File: src/rv_ctrl_pkg.sv
// Shared types for the RV32I control path
// Operation class, instruction format and ALU operation enums
// Operand, writeback and next-PC select enums
// Decoded record and per-stage control bundles
// Major opcode and funct7 constants

package rv_ctrl_pkg;

  localparam int INSTR_W = 32; // One instruction word

  // Major opcodes, instr[6:0]
  localparam logic [6:0] OPC_OP     = 7'b0110011;
  localparam logic [6:0] OPC_OP_IMM = 7'b0010011;
  localparam logic [6:0] OPC_LOAD   = 7'b0000011;
  localparam logic [6:0] OPC_JALR   = 7'b1100111;
  localparam logic [6:0] OPC_STORE  = 7'b0100011;
  localparam logic [6:0] OPC_BRANCH = 7'b1100011;
  localparam logic [6:0] OPC_LUI    = 7'b0110111;
  localparam logic [6:0] OPC_AUIPC  = 7'b0010111;
  localparam logic [6:0] OPC_JAL    = 7'b1101111;

  localparam logic [6:0] FUNCT7_ALT = 7'b0100000; // SUB and SRA/SRAI

  typedef enum logic [3:0] {
    CLS_OP      = 4'd0,
    CLS_OP_IMM  = 4'd1,
    CLS_LOAD    = 4'd2,
    CLS_JALR    = 4'd3,
    CLS_STORE   = 4'd4,
    CLS_BRANCH  = 4'd5,
    CLS_LUI     = 4'd6,
    CLS_AUIPC   = 4'd7,
    CLS_JAL     = 4'd8,
    CLS_ILLEGAL = 4'd9
  } op_class_e;

  typedef enum logic [2:0] {
    FMT_R    = 3'd0,
    FMT_I    = 3'd1,
    FMT_S    = 3'd2,
    FMT_B    = 3'd3,
    FMT_U    = 3'd4,
    FMT_J    = 3'd5,
    FMT_NONE = 3'd6
  } itype_e;

  // Encoding of the ALU select field
  typedef enum logic [3:0] {
    ALU_ADD  = 4'b0000,
    ALU_SUB  = 4'b0001,
    ALU_AND  = 4'b0010,
    ALU_OR   = 4'b0011,
    ALU_XOR  = 4'b0100,
    ALU_SLL  = 4'b0101,
    ALU_SRL  = 4'b0110,
    ALU_SRA  = 4'b0111,
    ALU_SLT  = 4'b1000,
    ALU_SLTU = 4'b1001
  } alu_op_e;

  typedef enum logic [1:0] {
    A_RS1  = 2'd0,
    A_PC   = 2'd1,
    A_ZERO = 2'd2
  } a_sel_e;

  typedef enum logic [1:0] {
    WB_MEM = 2'd0,
    WB_ALU = 2'd1,
    WB_PC4 = 2'd2
  } wb_sel_e;

  typedef enum logic {
    PC_PLUS4 = 1'b0,
    PC_ALU   = 1'b1
  } pc_sel_e;

  typedef struct packed {
    op_class_e  op;
    itype_e     itype;
    logic [2:0] funct3;
    logic       alt;    // funct7 == 0100000
  } dec_t;

  typedef struct packed {
    alu_op_e alu_op;
    a_sel_e  a_sel;
    logic    b_imm;     // Operand B from immediate
    itype_e  imm_sel;
    logic    br_un;     // Unsigned branch compare
    logic    illegal;
  } x_ctrl_t;

  typedef struct packed {
    logic    rf_we;
    wb_sel_e wb_sel;
    pc_sel_e pc_sel;
  } w_ctrl_t;

endpackage
File: src/rv_ctrl_top.sv
// Control path top level
// Opcode decode into the X stage register, then the W stage register
// Execute control from the X stage, writeback control from the W stage
// Write enable gated by the W stage valid bit

`timescale 1ns/1ps

module rv_ctrl_top (
  input  logic                            clk,
  input  logic                            rst,
  input  logic                            instr_valid,
  input  logic [rv_ctrl_pkg::INSTR_W-1:0] instr,
  output logic                            x_valid,
  output rv_ctrl_pkg::x_ctrl_t            x_ctrl,
  output logic                            w_valid,
  output rv_ctrl_pkg::w_ctrl_t            w_ctrl
);

  rv_ctrl_pkg::dec_t    d_dec;   // Decode of the incoming word
  rv_ctrl_pkg::dec_t    x_dec_q; // X stage record
  rv_ctrl_pkg::dec_t    w_dec_q; // W stage record
  logic                 x_valid_q;
  logic                 w_valid_q;
  rv_ctrl_pkg::w_ctrl_t w_ctrl_raw;

  rv_op_decode i_rv_op_decode (
    .instr (instr),
    .dec   (d_dec)
  );

  // Valid bits
  always_ff @(posedge clk) begin
    if (rst) begin
      x_valid_q <= 1'b0;
      w_valid_q <= 1'b0;
    end else begin
      x_valid_q <= instr_valid;
      w_valid_q <= x_valid_q;
    end
  end

  // Records follow the strobes, bubbles leave them stale
  always_ff @(posedge clk) begin
    if (instr_valid) begin
      x_dec_q <= d_dec;
    end
    if (x_valid_q) begin
      w_dec_q <= x_dec_q;
    end
  end

  rv_x_ctrl i_rv_x_ctrl (
    .dec    (x_dec_q),
    .x_ctrl (x_ctrl)
  );

  rv_w_ctrl i_rv_w_ctrl (
    .dec    (w_dec_q),
    .w_ctrl (w_ctrl_raw)
  );

  assign x_valid = x_valid_q;
  assign w_valid = w_valid_q;

  always_comb begin
    w_ctrl       = w_ctrl_raw;
    w_ctrl.rf_we = w_ctrl_raw.rf_we & w_valid_q; // No write on a bubble
  end

endmodule

File: src/rv_w_ctrl.sv
// Writeback-stage control
// Register-file write enable, writeback source and next-PC source

`timescale 1ns/1ps

module rv_w_ctrl (
  input  rv_ctrl_pkg::dec_t    dec,
  output rv_ctrl_pkg::w_ctrl_t w_ctrl
);

  logic is_jump; // JAL or JALR

  assign is_jump = (dec.op == rv_ctrl_pkg::CLS_JAL) ||
                   (dec.op == rv_ctrl_pkg::CLS_JALR);

  always_comb begin
    case (dec.op)
      rv_ctrl_pkg::CLS_OP,
      rv_ctrl_pkg::CLS_OP_IMM,
      rv_ctrl_pkg::CLS_LOAD,
      rv_ctrl_pkg::CLS_JALR,
      rv_ctrl_pkg::CLS_LUI,
      rv_ctrl_pkg::CLS_AUIPC,
      rv_ctrl_pkg::CLS_JAL: w_ctrl.rf_we = 1'b1;
      default:              w_ctrl.rf_we = 1'b0; // Store, branch, illegal
    endcase

    if (dec.op == rv_ctrl_pkg::CLS_LOAD) begin
      w_ctrl.wb_sel = rv_ctrl_pkg::WB_MEM;
    end else if (is_jump) begin
      w_ctrl.wb_sel = rv_ctrl_pkg::WB_PC4; // Link address
    end else begin
      w_ctrl.wb_sel = rv_ctrl_pkg::WB_ALU;
    end

    // Branches always fall through, no resolution here
    if (is_jump) begin
      w_ctrl.pc_sel = rv_ctrl_pkg::PC_ALU;
    end else begin
      w_ctrl.pc_sel = rv_ctrl_pkg::PC_PLUS4;
    end
  end

endmodule

File: src/rv_x_ctrl.sv
// Execute-stage control
// ALU operation from class, funct3 and the alternate bit,
// operand selects, immediate format and unsigned-branch flag

`timescale 1ns/1ps

module rv_x_ctrl (
  input  rv_ctrl_pkg::dec_t    dec,
  output rv_ctrl_pkg::x_ctrl_t x_ctrl
);

  logic                  is_reg_alu; // Register or immediate ALU class
  rv_ctrl_pkg::alu_op_e  alu_op;

  assign is_reg_alu = (dec.op == rv_ctrl_pkg::CLS_OP) ||
                      (dec.op == rv_ctrl_pkg::CLS_OP_IMM);

  always_comb begin
    alu_op = rv_ctrl_pkg::ALU_ADD; // Address and link arithmetic
    if (is_reg_alu) begin
      case (dec.funct3)
        3'b000: begin
          // ADDI has no subtract form
          if (dec.alt && dec.op == rv_ctrl_pkg::CLS_OP) begin
            alu_op = rv_ctrl_pkg::ALU_SUB;
          end else begin
            alu_op = rv_ctrl_pkg::ALU_ADD;
          end
        end
        3'b001: alu_op = rv_ctrl_pkg::ALU_SLL;
        3'b010: alu_op = rv_ctrl_pkg::ALU_SLT;
        3'b011: alu_op = rv_ctrl_pkg::ALU_SLTU;
        3'b100: alu_op = rv_ctrl_pkg::ALU_XOR;
        3'b101: begin
          if (dec.alt) begin
            alu_op = rv_ctrl_pkg::ALU_SRA;
          end else begin
            alu_op = rv_ctrl_pkg::ALU_SRL;
          end
        end
        3'b110: alu_op = rv_ctrl_pkg::ALU_OR;
        default: alu_op = rv_ctrl_pkg::ALU_AND; // 111
      endcase
    end
  end

  always_comb begin
    x_ctrl.alu_op = alu_op;

    case (dec.op)
      rv_ctrl_pkg::CLS_BRANCH,
      rv_ctrl_pkg::CLS_JAL,
      rv_ctrl_pkg::CLS_AUIPC: x_ctrl.a_sel = rv_ctrl_pkg::A_PC;
      rv_ctrl_pkg::CLS_LUI:   x_ctrl.a_sel = rv_ctrl_pkg::A_ZERO;
      default:                x_ctrl.a_sel = rv_ctrl_pkg::A_RS1;
    endcase

    x_ctrl.b_imm = (dec.op != rv_ctrl_pkg::CLS_OP) &&
                   (dec.op != rv_ctrl_pkg::CLS_ILLEGAL);

    // R and NONE carry no immediate, default to I
    if (dec.itype == rv_ctrl_pkg::FMT_R || dec.itype == rv_ctrl_pkg::FMT_NONE) begin
      x_ctrl.imm_sel = rv_ctrl_pkg::FMT_I;
    end else begin
      x_ctrl.imm_sel = dec.itype;
    end

    x_ctrl.br_un   = (dec.op == rv_ctrl_pkg::CLS_BRANCH) &&
                     (dec.funct3[2:1] == 2'b11); // BLTU, BGEU
    x_ctrl.illegal = (dec.op == rv_ctrl_pkg::CLS_ILLEGAL);
  end

endmodule

File: src/rv_op_decode.sv
// Opcode decoder
// Sorts an instruction word into operation class and format,
// and extracts funct3 and the funct7 alternate bit

`timescale 1ns/1ps

module rv_op_decode (
  input  logic [rv_ctrl_pkg::INSTR_W-1:0] instr,
  output rv_ctrl_pkg::dec_t               dec
);

  rv_ctrl_pkg::op_class_e op;
  rv_ctrl_pkg::itype_e    itype;

  always_comb begin
    case (instr[6:0])
      rv_ctrl_pkg::OPC_OP:     op = rv_ctrl_pkg::CLS_OP;
      rv_ctrl_pkg::OPC_OP_IMM: op = rv_ctrl_pkg::CLS_OP_IMM;
      rv_ctrl_pkg::OPC_LOAD:   op = rv_ctrl_pkg::CLS_LOAD;
      rv_ctrl_pkg::OPC_JALR:   op = rv_ctrl_pkg::CLS_JALR;
      rv_ctrl_pkg::OPC_STORE:  op = rv_ctrl_pkg::CLS_STORE;
      rv_ctrl_pkg::OPC_BRANCH: op = rv_ctrl_pkg::CLS_BRANCH;
      rv_ctrl_pkg::OPC_LUI:    op = rv_ctrl_pkg::CLS_LUI;
      rv_ctrl_pkg::OPC_AUIPC:  op = rv_ctrl_pkg::CLS_AUIPC;
      rv_ctrl_pkg::OPC_JAL:    op = rv_ctrl_pkg::CLS_JAL;
      default:                 op = rv_ctrl_pkg::CLS_ILLEGAL; // Unknown opcode
    endcase
  end

  always_comb begin
    case (op)
      rv_ctrl_pkg::CLS_OP:     itype = rv_ctrl_pkg::FMT_R;
      rv_ctrl_pkg::CLS_OP_IMM,
      rv_ctrl_pkg::CLS_LOAD,
      rv_ctrl_pkg::CLS_JALR:   itype = rv_ctrl_pkg::FMT_I;
      rv_ctrl_pkg::CLS_STORE:  itype = rv_ctrl_pkg::FMT_S;
      rv_ctrl_pkg::CLS_BRANCH: itype = rv_ctrl_pkg::FMT_B;
      rv_ctrl_pkg::CLS_LUI,
      rv_ctrl_pkg::CLS_AUIPC:  itype = rv_ctrl_pkg::FMT_U;
      rv_ctrl_pkg::CLS_JAL:    itype = rv_ctrl_pkg::FMT_J;
      default:                 itype = rv_ctrl_pkg::FMT_NONE;
    endcase
  end

  always_comb begin
    dec.op     = op;
    dec.itype  = itype;
    dec.funct3 = instr[14:12];
    dec.alt    = (instr[31:25] == rv_ctrl_pkg::FUNCT7_ALT); // SUB, SRA, SRAI
  end

endmodule

File: config.mk
export PLATFORM = sky130hd
export DESIGN_NAME = rv_ctrl_top
export DESIGN_NICKNAME = d
export VERILOG_FILES = /design/src/rv_ctrl_pkg.sv /design/src/rv_ctrl_top.sv /design/src/rv_w_ctrl.sv /design/src/rv_x_ctrl.sv /design/src/rv_op_decode.sv
export SDC_FILE = /design/constraint.sdc
export NUM_CORES = 1
export LEC_CHECK = 0
export BUFFER_PORTS_ARGS = -buffer_cell sky130_fd_sc_hd__buf_2
export CAP_MARGIN = 10
export CORE_MARGIN = 3
export CORE_UTILIZATION = 28
export CTS_CLUSTER_SIZE = 28
export DETAILED_ROUTE_END_ITERATION = 6
export PLACE_DENSITY = 0.63
export SKIP_CTS_REPAIR_TIMING = 1
export SYNTH_ARGS = -nofsm -noshare
export SYNTH_HDL_FRONTEND = slang
export SYNTH_SLANG_ARGS = --single-unit
File: constraint.sdc
create_clock -name clk -period 1.4 [get_ports clk]
set_input_delay 0.21 -clock clk [delete_from_list [all_inputs] [get_ports clk]]
set_output_delay 0.21 -clock clk [all_outputs]
set_load 0.005 [all_outputs]
==> impl_metrics.json <==
{
  "drt_first_pass_iters": 4,
  "finalClockSkew_ns": 0.00148,
  "ys_seq_area_frac": 0.556,
  "grt_usage": 0.100,
  "initial_core_util": 0.307,
  "violations": "negative setup slack",
  "slew_violations": 0,
  "switching_share": 0.245,
  "p_switching_w": 0.000263,
  "clockBufferDepth": 2,
  "syn_inst": 82,
  "max-cap-violations": 0,
  "crit_path_top_delay_cell": "or3_4",
  "grt_max_degree": 13,
  "drc_errors": 0,
  "dpl_cell_area_um2": 1160,
  "intPower_w": 0.000809,
  "syn_nets": 117,
  "antenna_found_initial": 0,
  "synth.distinct_cells": 31,
  "cts_tree": "built",
  "rsz0062_at_grt": "yes",
  "worstMarginPinSlew_ns": 0.400,
  "area_growth_pct": 46.4,
  "required_ns": 1.19,
  "clkLatencyLatePin_ns": 0.28,
  "clockPowerShare": 0.237,
  "wirelength_mm": 1.96,
  "die_area_um2": 3860,
  "cp_max_fo": 4,
  "die_y_um": 62.1,
  "stdcell_count": 174,
  "cts.sinks": 17,
  "path_cells": "or3_4 > nor3b_2 > buf_2",
  "final_antenna_net_count": 0,
  "yosysWarnings": 0,
  "critical_path_class": "flop to output pin",
  "cts_max_level": 1,
  "final_design_area_no_fill_um2": 1290,
  "ir_worst_vdd_v": 0.000267,
  "dieWidth_um": 62.1,
  "dr_total_vias": 820,
  "slew_headroom": 0.727,
  "viasPerCell": 4.71,
  "r2r_start": "x_dec_q[7]",
  "dp_hpwl_mm": 1.50,
  "core_area_um2": 2880,
  "clkTransAtPathRegs_ns": 0.09,
  "fin_ws_ns": -0.252,
  "path_buf_inv": 1,
  "grt_pass1_vias": 814,
  "place_ws_ns": 0.0203,
  "combPwrFrac": 0.189,
  "finalNetCount": 168,
  "crit_path_end_kind": "output pin",
  "p_seq_frac": 0.574,
  "cellLeakagePower_nw": 0.544,
  "fin_util": 0.449,
  "hold_viol": 0,
  "slowest_delay_ns": 0.44,
  "fmax_mhz": 605,
  "first_iter_violations": 15,
  "cts_buffers": 3,
  "hold_start": "rst",
  "gr-total-overflow": 0,
  "io_pins": 53,
  "critical_path.top_delay_family": "simple AND/OR/NAND/NOR gates",
  "cts_root_buffer": "clkbuf_4",
  "startpoint_type": "flop",
  "wl_per_cell_um": 11.3,
  "place_congestion": 0.825,
  "min_path_type": "input pin to flop",
  "synth_area_um2": 882,
  "period_share": 1.18,
  "final-setup-viol-count": 13,
  "cp.arrival_ns": 1.44,
  "grt_pass1_wl_mm": 3.31,
  "critPathLaunch": "x_dec_q[10]",
  "diodes": 0,
  "portBuffers": 37,
  "drive_above_1_share": 0.485,
  "status": "finished with violations",
  "fillers": 285,
  "rows": 19,
  "post_synth.cell_area_avg_um2": 10.8,
  "synth-seq-cells": 17,
  "powerDensity_nw_per_um2": 830,
  "dp.cells": 167,
  "period_needed_ns": 1.65
}
## cells in the final DEF (no fill, tap or decap), types with 2 or more instances in the layout
cell,count
nand3b_1,3
buf_6,3
inv_1,2
nand2b_1,2
edfxtp_1,15
dfxtp_1,2
nor2_1,8
a21boi_0,2
clkbuf_4,3
nor3_2,2
buf_2,37
nor2b_1,4
buf_4,7
nand2_1,8
nor3b_2,2
o21ai_0,4
o21bai_1,2
and3_1,2
a21oi_2,2
## per-layer routing
layer / routed length, µm / global-route usage / vias up
met4: 19 / 0.0414 / 0
met1: 738 / 0.109 / 392
met2: 1100 / 0.185 / 20
met3: 103 / 0.0216 / 2
met5: 0 / 0 / -
li1: - / - / 406
## area by class of cell
class / instances / area [µm²] / area share
clock buffers: 4 / 26.3 / 0.0203
inverters: 2 / 7.51 / 0.00581
multi-input cells: 62 / 443 / 0.343
flip-flops and latches: 17 / 490 / 0.380
well taps: 42 / 52.6 / 0.0407
repair buffers: 47 / 272 / 0.210
## stage by stage
step | hold WS [ns] | power, W | TNS [ns]
floorplan | 0.282 | 0.000695 | 0
global placement | 0.388 | 0.000786 | 0
detailed placement | 0.388 | 0.000793 | 0
CTS | 0.0808 | 0.00105 | -1.82
global route | 0.0783 | 0.00114 | -2.61
finish | 0.0866 | 0.00107 | -1.53
## worst paths after layout
path / end / slack [ns] / cells after the start
setup / recovery: x_ctrl[11] / -0.25 / 3
hold / removal: w_valid / 0.09 / 2
setup reg to reg: w_dec_q[7] / 0.52 / 1
hold reg to reg: w_valid / 0.55 / 1
## synth_stat cells
library cell / number / share of area
nand3b_1: 3 / 0.026
inv_1: 2 / 0.0085
o32a_1: 1 / 0.011
o21bai_1: 2 / 0.017
a21oi_1: 3 / 0.017
xor2_1: 1 / 0.0099
nor2b_1: 4 / 0.028
a21bo_2: 1 / 0.011
o31a_2: 1 / 0.011
nand2b_1: 2 / 0.014
nor4bb_1: 1 / 0.011
nor3_1: 3 / 0.017
a2111oi_0: 1 / 0.0099
nor2_1: 9 / 0.038
buf_4: 1 / 0.0085
or2_1: 1 / 0.0071
nand2_1: 8 / 0.034
o21ai_0: 6 / 0.034
edfxtp_1: 15 / 0.51
a21o_1: 1 / 0.0085
xnor2_1: 1 / 0.0099
or4b_1: 1 / 0.011
a21o_2: 1 / 0.0099
and3_1: 2 / 0.014
nor4_1: 1 / 0.0071
a21boi_0: 2 / 0.017
or3_1: 2 / 0.014
nor3b_1: 2 / 0.017
dfxtp_1: 2 / 0.045
a311oi_1: 1 / 0.0099
nand4b_1: 1 / 0.0099
## registers in the layout, summed over array words and instances (netlist names)
signal	flops
x_valid	1
w_valid	1
x_dec_q	11
w_dec_q	4
## logic make-up (layout without fill, tap and decap cells)
logic type	count (synthesis)	in the layout	share of synthesized area
and+or+nand+nor	40	40	0.250
AOI/OAI and AO/OA	20	20	0.157
DFF	17	17	0.556
buffers and inverters	3	53	0.0170
xor gates and xnor gates	2	2	0.0199
## power by group through the flow
| stage | clock, W | combinational (W) | sequential [W] |
|---|---|---|---|
| floorplan | 0 | 0.0000727 | 0.000623 |
| global placement | 0 | 0.000164 | 0.000622 |
| detailed placement | 0 | 0.000168 | 0.000625 |
| CTS | 0.000267 | 0.000169 | 0.000613 |
| global route | 0.000292 | 0.000226 | 0.000621 |
| finish | 0.000254 | 0.000203 | 0.000615 |
Note: power is estimated with default switching activity, not from simulation.
